File: config.mk
export PLATFORM = sky130hd
export DESIGN_NAME = dbsao_top
export DESIGN_NICKNAME = d
export VERILOG_FILES = /design/src/dbsao_ctrl_pkg.sv /design/src/dbsao_pix_pkg.sv /design/src/db_bs.sv /design/src/db_filter.sv /design/src/dbsao_controller.sv /design/src/dbsao_top.sv /design/src/sao_bo.sv
export VERILOG_INCLUDE_DIRS = /design/src
export SDC_FILE = /design/constraint.sdc
export NUM_CORES = 1
export LEC_CHECK = 0
export BUFFER_PORTS_ARGS = -buffer_cell sky130_fd_sc_hd__buf_2
export CAP_MARGIN = 5
export CORE_UTILIZATION = 35
export CTS_CLUSTER_SIZE = 24
export DETAILED_ROUTE_END_ITERATION = 8
export MAX_ROUTING_LAYER = met4
export PLACE_DENSITY = 0.53
export SYNTH_ARGS = -nofsm -noshare
export SYNTH_HDL_FRONTEND = slang
export SYNTH_HIERARCHICAL = 1
export SYNTH_SLANG_ARGS = --single-unit
File: constraint.sdc
create_clock -name clk -period 28.6 [get_ports clk]
set_input_delay 2.86 -clock clk [delete_from_list [all_inputs] [get_ports clk]]
set_output_delay 2.86 -clock clk [all_outputs]
set_load 0.03 [all_outputs]
File: src/dbsao_cfg.svh
`ifndef DBSAO_CFG_SVH
`define DBSAO_CFG_SVH

// ********************
// block geometry
// ********************
`define DBSAO_PIX_W      8   // bits per luma sample
`define DBSAO_ROW_PIX    8
`define DBSAO_ROWS       8
`define DBSAO_ROW_AW     3
`define DBSAO_EDGE_COL   4   // first q sample of the vertical edge

// ********************
// deblocking and sao
// ********************
`define DBSAO_QP_W       6
`define DBSAO_TC_QP_MIN  18  // tc is zero below this qp
`define DBSAO_BAND_SHIFT 3   // 32 bands
`define DBSAO_OFS_W      4
`define DBSAO_NUM_OFS    4

`endif

File: src/dbsao_ctrl_pkg.sv
`include "dbsao_cfg.svh"

package dbsao_ctrl_pkg;

  typedef enum logic [1:0] {
    IDLE,
    RUN,   // one read per row
    DRAIN  // pipeline emptying
  } dbsao_state_e;

  // two bits leave room for a skip mode
  typedef enum logic [1:0] {
    MB_INTER = 2'd0,
    MB_INTRA = 2'd1
  } mb_type_e;

  typedef enum logic [1:0] {
    BS0,
    BS1,
    BS2
  } bs_e;

  typedef struct packed {
    mb_type_e               mb_type;
    logic                   tu_edge;  // column 4 is a transform edge
    logic                   cbf_p;
    logic                   cbf_q;
    logic [`DBSAO_QP_W-1:0] qp;
  } ctu_info_t;

  typedef logic signed [`DBSAO_OFS_W-1:0] sao_ofs_t;

  // ********************
  // band offset parameters
  // ********************
  typedef struct packed {
    logic [`DBSAO_PIX_W-`DBSAO_BAND_SHIFT-1:0] band_pos;  // first of four bands
    sao_ofs_t [`DBSAO_NUM_OFS-1:0]             ofs;
  } sao_param_t;

endpackage

File: src/dbsao_pix_pkg.sv
`include "dbsao_cfg.svh"

package dbsao_pix_pkg;

  typedef logic [`DBSAO_PIX_W-1:0] pixel_t;

  // pixel 0 is the leftmost sample, held in the top bits
  typedef pixel_t [0:`DBSAO_ROW_PIX-1] row_t;

  typedef struct packed {
    logic                     vld;
    logic [`DBSAO_ROW_AW-1:0] row;  // row inside the block
    row_t                     pix;
  } row_beat_t;

  // saturate a widened signed sum back to pixel range
  function automatic pixel_t clip_pix(input logic signed [`DBSAO_PIX_W+1:0] val);
    logic signed [`DBSAO_PIX_W+1:0] max_v;
    max_v = {2'b00, {`DBSAO_PIX_W{1'b1}}};
    if (val < 0) begin
      return '0;
    end else if (val > max_v) begin
      return '1;
    end
    return val[`DBSAO_PIX_W-1:0];
  endfunction

endpackage

File: src/db_bs.sv
`include "dbsao_cfg.svh"

module db_bs (
  input  logic                      clk,
  input  logic                      rst_n_i,
  input  logic                      load_i,
  input  dbsao_ctrl_pkg::ctu_info_t ctu_info_i,
  output dbsao_ctrl_pkg::bs_e       bs_o,
  output dbsao_pix_pkg::pixel_t     tc_o
);

  localparam int QW = `DBSAO_QP_W;
  localparam logic [QW-1:0] QP_MIN  = QW'(`DBSAO_TC_QP_MIN);
  localparam logic [QW-1:0] QP_BASE = QW'(`DBSAO_TC_QP_MIN - 2);

  dbsao_ctrl_pkg::bs_e   bs_d;
  dbsao_pix_pkg::pixel_t tc_d;
  logic [QW-1:0]         qp_ofs;

  // intra wins, then coded residue on a transform edge
  always_comb begin
    if (ctu_info_i.mb_type == dbsao_ctrl_pkg::MB_INTRA) begin
      bs_d = dbsao_ctrl_pkg::BS2;
    end else if (ctu_info_i.tu_edge && (ctu_info_i.cbf_p || ctu_info_i.cbf_q)) begin
      bs_d = dbsao_ctrl_pkg::BS1;
    end else begin
      bs_d = dbsao_ctrl_pkg::BS0;
    end
  end

  assign qp_ofs = ctu_info_i.qp - QP_BASE;

  // linear fit of the tc table, one step every two qp
  always_comb begin
    tc_d = '0;
    if (ctu_info_i.qp >= QP_MIN) begin
      tc_d = dbsao_pix_pkg::pixel_t'(qp_ofs >> 1);
      if (bs_d == dbsao_ctrl_pkg::BS2) tc_d = tc_d + 1'b1;
    end
  end

  always_ff @(posedge clk) begin
    if (!rst_n_i) begin
      bs_o <= dbsao_ctrl_pkg::BS0;
      tc_o <= '0;
    end else if (load_i) begin
      bs_o <= bs_d;
      tc_o <= tc_d;
    end
  end

endmodule

File: src/db_filter.sv
`include "dbsao_cfg.svh"

module db_filter (
  input  logic                     clk,
  input  logic                     rst_n_i,
  input  logic                     load_i,
  input  logic                     db_ena_i,
  input  dbsao_ctrl_pkg::bs_e      bs_i,
  input  dbsao_pix_pkg::pixel_t    tc_i,
  input  dbsao_pix_pkg::row_beat_t beat_i,
  output dbsao_pix_pkg::row_beat_t beat_o
);

  localparam int PW = `DBSAO_PIX_W;
  localparam int DW = 14;  // holds 9*255 + 3*255 + 8 with sign
  localparam int EC = `DBSAO_EDGE_COL;

  logic                  db_ena_q;
  dbsao_pix_pkg::pixel_t p1, p0, q0, q1;
  logic signed [DW-1:0]  d_q0p0, d_q1p1, raw, delta, abs_delta;
  logic signed [DW-1:0]  tc_s, tc10, dclip;
  logic signed [PW+1:0]  p0_sum, q0_sum;
  logic                  filt_on;
  dbsao_pix_pkg::row_t   row_f;

  // samples around the edge between columns 3 and 4
  assign p1 = beat_i.pix[EC-2];
  assign p0 = beat_i.pix[EC-1];
  assign q0 = beat_i.pix[EC];
  assign q1 = beat_i.pix[EC+1];

  // ********************
  // normal filter delta
  // ********************
  assign d_q0p0    = $signed(DW'(q0)) - $signed(DW'(p0));
  assign d_q1p1    = $signed(DW'(q1)) - $signed(DW'(p1));
  assign raw       = 14'sd9 * d_q0p0 - 14'sd3 * d_q1p1 + 14'sd8;
  assign delta     = raw >>> 4;
  assign abs_delta = (delta < 0) ? -delta : delta;

  assign tc_s = $signed(DW'(tc_i));
  assign tc10 = tc_s * 14'sd10;  // above this it is a real edge

  assign filt_on = db_ena_q && (bs_i != dbsao_ctrl_pkg::BS0) && (abs_delta < tc10);

  always_comb begin
    if (delta > tc_s) begin
      dclip = tc_s;
    end else if (delta < -tc_s) begin
      dclip = -tc_s;
    end else begin
      dclip = delta;
    end
  end

  assign p0_sum = $signed({2'b00, p0}) + $signed(dclip[PW+1:0]);
  assign q0_sum = $signed({2'b00, q0}) - $signed(dclip[PW+1:0]);

  always_comb begin
    row_f = beat_i.pix;
    if (filt_on) begin
      row_f[EC-1] = dbsao_pix_pkg::clip_pix(p0_sum);
      row_f[EC]   = dbsao_pix_pkg::clip_pix(q0_sum);
    end
  end

  always_ff @(posedge clk) begin
    beat_o.row <= beat_i.row;
    beat_o.pix <= row_f;
    if (!rst_n_i) begin
      db_ena_q   <= 1'b0;
      beat_o.vld <= 1'b0;
    end else begin
      beat_o.vld <= beat_i.vld;
      if (load_i) db_ena_q <= db_ena_i;  // held for the whole block
    end
  end

endmodule

File: src/dbsao_controller.sv
`include "dbsao_cfg.svh"

module dbsao_controller (
  input  logic                     clk,
  input  logic                     rst_n_i,
  input  logic                     start_i,
  output logic                     load_o,
  output logic                     rec_ren_o,
  output logic [`DBSAO_ROW_AW-1:0] rec_raddr_o,
  output logic                     rd_vld_o,
  output logic [`DBSAO_ROW_AW-1:0] rd_row_o,
  output logic                     done_o
);

  localparam int AW = `DBSAO_ROW_AW;
  // read data, filter and sao stages still to empty
  localparam logic [AW-1:0] LAST_ROW   = AW'(`DBSAO_ROWS - 1);
  localparam logic [AW-1:0] LAST_DRAIN = AW'(2);

  dbsao_ctrl_pkg::dbsao_state_e state_q, state_d;
  logic [AW-1:0]                cnt_q, cnt_d;
  logic                         done_d;

  assign load_o      = start_i && (state_q == dbsao_ctrl_pkg::IDLE);
  assign rec_ren_o   = (state_q == dbsao_ctrl_pkg::RUN);
  assign rec_raddr_o = cnt_q;

  always_comb begin
    state_d = state_q;
    cnt_d   = cnt_q + 1'b1;
    done_d  = 1'b0;
    case (state_q)
      dbsao_ctrl_pkg::IDLE: begin
        cnt_d = '0;
        if (start_i) state_d = dbsao_ctrl_pkg::RUN;
      end
      dbsao_ctrl_pkg::RUN: begin
        if (cnt_q == LAST_ROW) begin
          state_d = dbsao_ctrl_pkg::DRAIN;
          cnt_d   = '0;
        end
      end
      default: begin  // DRAIN
        if (cnt_q == LAST_DRAIN) begin
          state_d = dbsao_ctrl_pkg::IDLE;
          cnt_d   = '0;
          done_d  = 1'b1;  // last row is on the write port now
        end
      end
    endcase
  end

  always_ff @(posedge clk) begin
    rd_row_o <= cnt_q;  // tags the data returning next cycle
    if (!rst_n_i) begin
      state_q  <= dbsao_ctrl_pkg::IDLE;
      cnt_q    <= '0;
      rd_vld_o <= 1'b0;
      done_o   <= 1'b0;
    end else begin
      state_q  <= state_d;
      cnt_q    <= cnt_d;
      rd_vld_o <= rec_ren_o;
      done_o   <= done_d;
    end
  end

endmodule

File: src/dbsao_top.sv
`include "dbsao_cfg.svh"

module dbsao_top (
  input  logic                       clk,
  input  logic                       rst_n_i,
  input  logic                       start_i,
  input  logic                       db_ena_i,
  input  logic                       sao_ena_i,
  input  dbsao_ctrl_pkg::ctu_info_t  ctu_info_i,
  input  dbsao_ctrl_pkg::sao_param_t sao_param_i,
  output logic                       rec_ren_o,    // reconstruction read
  output logic [`DBSAO_ROW_AW-1:0]   rec_raddr_o,
  input  dbsao_pix_pkg::row_t        rec_rdata_i,  // one cycle after ren
  output logic                       rec_wen_o,    // reconstruction write
  output logic [`DBSAO_ROW_AW-1:0]   rec_waddr_o,
  output dbsao_pix_pkg::row_t        rec_wdata_o,
  output logic                       done_o
);

  logic                     load;
  logic                     rd_vld;
  logic [`DBSAO_ROW_AW-1:0] rd_row;
  dbsao_ctrl_pkg::bs_e      bs;
  dbsao_pix_pkg::pixel_t    tc;
  dbsao_pix_pkg::row_beat_t rd_beat;
  dbsao_pix_pkg::row_beat_t db_beat;

  // read tag joins the returning row
  assign rd_beat = '{vld: rd_vld, row: rd_row, pix: rec_rdata_i};

  dbsao_controller u_controller (
    .clk         (clk),
    .rst_n_i     (rst_n_i),
    .start_i     (start_i),
    .load_o      (load),
    .rec_ren_o   (rec_ren_o),
    .rec_raddr_o (rec_raddr_o),
    .rd_vld_o    (rd_vld),
    .rd_row_o    (rd_row),
    .done_o      (done_o)
  );

  db_bs u_db_bs (
    .clk        (clk),
    .rst_n_i    (rst_n_i),
    .load_i     (load),
    .ctu_info_i (ctu_info_i),
    .bs_o       (bs),
    .tc_o       (tc)
  );

  db_filter u_db_filter (
    .clk      (clk),
    .rst_n_i  (rst_n_i),
    .load_i   (load),
    .db_ena_i (db_ena_i),
    .bs_i     (bs),
    .tc_i     (tc),
    .beat_i   (rd_beat),
    .beat_o   (db_beat)
  );

  sao_bo u_sao_bo (
    .clk         (clk),
    .rst_n_i     (rst_n_i),
    .load_i      (load),
    .sao_ena_i   (sao_ena_i),
    .sao_param_i (sao_param_i),
    .beat_i      (db_beat),
    .rec_wen_o   (rec_wen_o),
    .rec_waddr_o (rec_waddr_o),
    .rec_wdata_o (rec_wdata_o)
  );

endmodule

File: src/sao_bo.sv
`include "dbsao_cfg.svh"

module sao_bo (
  input  logic                       clk,
  input  logic                       rst_n_i,
  input  logic                       load_i,
  input  logic                       sao_ena_i,
  input  dbsao_ctrl_pkg::sao_param_t sao_param_i,
  input  dbsao_pix_pkg::row_beat_t   beat_i,
  output logic                       rec_wen_o,
  output logic [`DBSAO_ROW_AW-1:0]   rec_waddr_o,
  output dbsao_pix_pkg::row_t        rec_wdata_o
);

  localparam int PW = `DBSAO_PIX_W;
  localparam int BW = `DBSAO_PIX_W - `DBSAO_BAND_SHIFT;
  localparam int IW = $clog2(`DBSAO_NUM_OFS);
  localparam logic [BW-1:0] NUM_OFS = BW'(`DBSAO_NUM_OFS);

  logic                       sao_ena_q;
  dbsao_ctrl_pkg::sao_param_t param_q;
  dbsao_pix_pkg::row_t        row_bo;

  // ********************
  // band offset per pixel
  // ********************
  always_comb begin
    logic [BW-1:0]            k;
    dbsao_ctrl_pkg::sao_ofs_t ofs_k;
    logic signed [PW+1:0]     sum;
    row_bo = beat_i.pix;
    for (int i = 0; i < `DBSAO_ROW_PIX; i++) begin
      // band index relative to band_pos, wraps mod 32
      k     = beat_i.pix[i][PW-1:`DBSAO_BAND_SHIFT] - param_q.band_pos;
      ofs_k = param_q.ofs[k[IW-1:0]];
      sum   = $signed({2'b00, beat_i.pix[i]})
            + $signed({{(PW+2-`DBSAO_OFS_W){ofs_k[`DBSAO_OFS_W-1]}}, ofs_k});
      if (sao_ena_q && (k < NUM_OFS)) begin
        row_bo[i] = dbsao_pix_pkg::clip_pix(sum);
      end
    end
  end

  always_ff @(posedge clk) begin
    rec_waddr_o <= beat_i.row;
    rec_wdata_o <= row_bo;
    if (load_i) param_q <= sao_param_i;
    if (!rst_n_i) begin
      rec_wen_o <= 1'b0;
      sao_ena_q <= 1'b0;
    end else begin
      rec_wen_o <= beat_i.vld;  // memory always accepts
      if (load_i) sao_ena_q <= sao_ena_i;
    end
  end

endmodule

==> impl.org <==
** Clocking
- Number of levels the H-tree was split into :: 4
- Clock insertion delay at the later pin of the skew report :: 0.47 ns
- TritonCTS built the clock tree.
- Post-CTS Resized :: 0
- Hold repair after CTS inserted 0 buffers.
- Clock transition at the registers of the reported paths :: 0.08 ns
- Clock buffer depth :: 2
- In this run the post-CTS setup repair buffer count came out at 0.
- TritonCTS Sinks :: 177
- Number of buffers inserted during clock tree synthesis :: 17
- CTS root buf :: sky130_fd_sc_hd__clkbuf_16

** Worst setup path
- Signal arrival time at the worst endpoint :: 14.22 ns
- Logic depth of the worst register-to-register path :: 23
- Capturing element type of the critical path :: flop
- Setup CP Type :: in2reg
- Slowest cell on crit path :: sky130_fd_sc_hd__a21boi_0
- Cell class contributing the biggest share of worst-path delay :: compound AO/OA/AOI/OAI gates
- Counting stages on the worst path, the most repeated cell is sky130_fd_sc_hd__ha_1.
- Kind of start point of the critical path :: input port
- Largest fanout on the critical path :: 19
- Data required time at the worst endpoint :: 28.95 ns
- WP depth :: 48
- Number of buffers and inverters on the critical path :: 6
- Crit-path max cell delay :: 0.56 ns

** Detailed routing
- Total wirelength of the detailed-routed design :: 42,600 um
- Iteration-0 DRC Markers :: 659
- Drt wl/cell :: 16.8 um
- Remaining design rule violation count :: 0
- Number of search-and-repair iterations in the first detailed-routing pass :: 5
- Dividing the detail-routed via count by the number of cells gives 5.27.
- Count of vias placed by the detailed router :: 13,400
- Antenna violation net count after detailed routing :: 0

** Synth
- Cell variety after synth :: 101
- A synthesized cell averages 9.00 sq um.
- Count of mapped cells out of synthesis :: 1,764
- Summing the sequential cell areas from Yosys gives 23.6% of the chip area.
- Syn Std Cell Area :: 15,900 sq um
- Count of state elements after synthesis :: 177
- EDFF count, synth :: 21
- Yosys synthesis warning count :: 6
- For this run, asynchronously set or reset flops after synthesis account for 0%.
- Most frequently used flop master after synthesis :: sky130_fd_sc_hd__dfxtp_1

** STA
- Maximum clock frequency :: 72.1 MHz
- Number of max-slew violations in the final report :: 0
- Final period util :: 48.5%
- Number of failing hold endpoints at the final stage :: 0
- Setup repair after global routing left no endpoint under its margin.
- Tightest slew margin relative to the limit :: 37.1%
- Final critical-path required period :: 13.87 ns
- Setup_tns :: 0 ns
- Clock skew on the completed layout was measured at 0.0185 ns.
- Slew at the pin closest to its max-slew limit :: 0.942 ns
- Number of endpoints failing setup at the final stage :: 0

** GRT
- The number of global-route vias before repair came to 13,100.
- Congestion Overflow GR :: 0
- Across every metal layer, demand over resource in global routing totals 19.1%.
- Entering global routing, the biggest net connects 28 pins.
- Antenna violations before repair :: 4
- The first global-routing pass estimated 68,100 um of wire.

** Outcome
- Status :: completed

** Cells and area
- Fraction of final layout cells sized beyond drive strength 1 :: 14.5%
- The library cell used most frequently in the layout, excluding fill and tap cells, is sky130_fd_sc_hd__ha_1.
- Final core occ :: 40.4%
- The final layout contains 2,300 nets.
- The filler cells instantiated in the layout total 4,547.
- Leading cell types in the layout, fill and taps excluded :: 238 x sky130_fd_sc_hd__ha_1, 192 x sky130_fd_sc_hd__inv_1, 172 x sky130_fd_sc_hd__buf_2
- Footprint of the multi-input gates :: 11,300 sq um
- Relative to the synthesized area, the layout overhead comes to 13.3%.
- Area taken by flip-flops and latches :: 3750 sq um

** Floorplan
- The initial utilization of the core area, before any placement, comes to 35.7%.
- Die W :: 215 um
- The floorplan step defined a die boundary enclosing 46,200 sq um.
- In this run the core area contains 77 standard-cell rows.
- The floorplan step defined a core boundary enclosing 44,500 sq um.
- Y dimension of the die :: 215 um
- Count of boundary I/O pins :: 174

** Placed design
- Detailed placement finished with a half-perimeter wire length of 34,100 um.
- Gpl congestion :: 0.913
- Port buffering added 172 buffers.

** Hold path
- Counting instances, the worst hold path has a depth of 0.
- Class of the worst hold path :: reg2reg

** Run
- Across the run, the number of max-cap violations was 0.
==> path summary, 6_finish.rpt <==
path,end,slack (ns),start
max,u_db_filter/beat_o[39],14.73,rec_rdata_i[16]
min,u_db_filter/beat_o[65],0.33,u_controller/rd_row_o[1]
max reg2reg,u_db_filter/beat_o[39],21.84,u_db_bs/tc_o[0]
min reg2reg,u_db_filter/beat_o[65],0.33,u_controller/rd_row_o[1]
==> worst reg2reg max path: stages, from the launching register on <==
cell and delay, ns:
sky130_fd_sc_hd__dfxtp_1 0.41, sky130_fd_sc_hd__or3_1 0.52, sky130_fd_sc_hd__or4_4 0.51, sky130_fd_sc_hd__nor2_1 0.14, sky130_fd_sc_hd__xnor2_1 0.16, sky130_fd_sc_hd__ha_1 0.26, sky130_fd_sc_hd__and3_1 0.20, sky130_fd_sc_hd__a221o_1 0.35
sky130_fd_sc_hd__a211o_1 0.32, sky130_fd_sc_hd__nor4_1 0.47, sky130_fd_sc_hd__a211oi_4 0.21, sky130_fd_sc_hd__mux2i_1 0.17, sky130_fd_sc_hd__nand2_1 0.12, sky130_fd_sc_hd__a21boi_0 0.56, sky130_fd_sc_hd__fa_1 0.32, sky130_fd_sc_hd__nor2b_1 0.06
sky130_fd_sc_hd__o21ai_0 0.21, sky130_fd_sc_hd__a21boi_0 0.15, sky130_fd_sc_hd__o21ai_0 0.23, sky130_fd_sc_hd__a21boi_0 0.15, sky130_fd_sc_hd__o21ai_0 0.21, sky130_fd_sc_hd__nor2b_1 0.44, sky130_fd_sc_hd__nor4_1 0.12, sky130_fd_sc_hd__o32ai_1 0.36
==> kinds of logic after synthesis <==
family | share of synthesized area [%]
buffers and inverters | 5.50
multiplexers | 6.12
flip-flops | 23.6
AO/OA/AOI/OAI | 21.4
AND/OR/NAND/NOR | 13.9
adder cells (fa/ha/maj) | 22.5
XOR/XNOR | 6.84
other | 0.0473
==> stage by stage <==
stage	worst slack [ns]	cell area (sq um)	std cells	hold WS, ns
after floorplan	15.89	15900	1766	0.310
after global placement	14.48	17400	2504	0.313
after detailed placement	14.40	17400	2504	0.313
after CTS	14.87	18000	2536	0.331
after global routing	13.85	18000	2540	0.333
final	14.73	18000	2540	0.327
==> state kept, by name, summed over array words and instances, names as in the netlist <==
signal / count
u_controller/done_o: 1
u_controller/rd_row_o: 3
u_controller/rd_vld_o: 1
u_controller/rec_raddr_o: 3
u_controller/state_q: 2
u_db_bs/bs_o: 2
u_db_bs/tc_o: 6
u_db_filter/beat_o: 68
u_db_filter/db_ena_q: 1
u_sao_bo/param_q: 21
u_sao_bo/rec_waddr_o: 3
u_sao_bo/rec_wdata_o: 64
u_sao_bo/rec_wen_o: 1
u_sao_bo/sao_ena_q: 1
==> Yosys cell counts (7+ instances only) <==
cell type | instances | share of area, %
sky130_fd_sc_hd__a21boi_0 | 15 | 0.71
sky130_fd_sc_hd__mux4_2 | 26 | 3.7
sky130_fd_sc_hd__inv_1 | 192 | 4.5
sky130_fd_sc_hd__xor2_1 | 43 | 2.4
sky130_fd_sc_hd__xnor2_1 | 81 | 4.5
sky130_fd_sc_hd__nor2b_1 | 39 | 1.5
sky130_fd_sc_hd__a211o_1 | 8 | 0.44
sky130_fd_sc_hd__ha_1 | 238 | 19
sky130_fd_sc_hd__or3_1 | 13 | 0.51
sky130_fd_sc_hd__o31ai_1 | 14 | 0.66
sky130_fd_sc_hd__o21ai_0 | 105 | 3.3
sky130_fd_sc_hd__edfxtp_1 | 21 | 4.0
sky130_fd_sc_hd__nand4_1 | 11 | 0.43
sky130_fd_sc_hd__o22a_1 | 7 | 0.39
sky130_fd_sc_hd__o21bai_1 | 13 | 0.61
sky130_fd_sc_hd__o211ai_1 | 14 | 0.66
sky130_fd_sc_hd__a31oi_1 | 21 | 0.83
sky130_fd_sc_hd__and3_1 | 9 | 0.35
sky130_fd_sc_hd__clkbuf_1 | 18 | 0.43
sky130_fd_sc_hd__nor3b_1 | 8 | 0.38
sky130_fd_sc_hd__a21oi_1 | 120 | 3.8
sky130_fd_sc_hd__nand3b_1 | 20 | 0.95
sky130_fd_sc_hd__nand2b_1 | 15 | 0.59
sky130_fd_sc_hd__a21o_1 | 41 | 1.9
sky130_fd_sc_hd__mux2i_1 | 17 | 1.1
sky130_fd_sc_hd__fa_1 | 30 | 3.8
sky130_fd_sc_hd__nor2_1 | 101 | 2.4
sky130_fd_sc_hd__o21a_1 | 26 | 1.2
sky130_fd_sc_hd__dfxtp_1 | 156 | 20
sky130_fd_sc_hd__nand3_1 | 49 | 1.5
sky130_fd_sc_hd__buf_2 | 8 | 0.25
sky130_fd_sc_hd__o22ai_1 | 13 | 0.51
sky130_fd_sc_hd__nor3_1 | 28 | 0.88
sky130_fd_sc_hd__a211oi_1 | 11 | 0.52
sky130_fd_sc_hd__o32ai_1 | 7 | 0.39
sky130_fd_sc_hd__and2_1 | 8 | 0.32
sky130_fd_sc_hd__nor4_1 | 7 | 0.28
sky130_fd_sc_hd__nand2_1 | 82 | 1.9
==> layer usage <==
layer | track usage [%] | vias to the layer above | share of wire [%]
met3 | 3.28 | 46 | 4.2
met4 | 5.79 | 0 | 1.9
li1 | - | 6745 | -
met2 | 30.6 | 283 | 46
met1 | 24.6 | 6318 | 48
met5 | - | - | 0
==> area by class of cell <==
class,count,area share [%]
antenna,4,0.0556
tap,592,4.12
clock buffer,20,2.66
multi-input combinational,1364,62.6
timing repair buffer,178,5.03
sequential,177,20.9
inverter,193,4.03
clock inverter,12,0.619
Power is not shown: default switching activity piles up to over one toggle a cycle in this logic, so the estimate is an artifact.
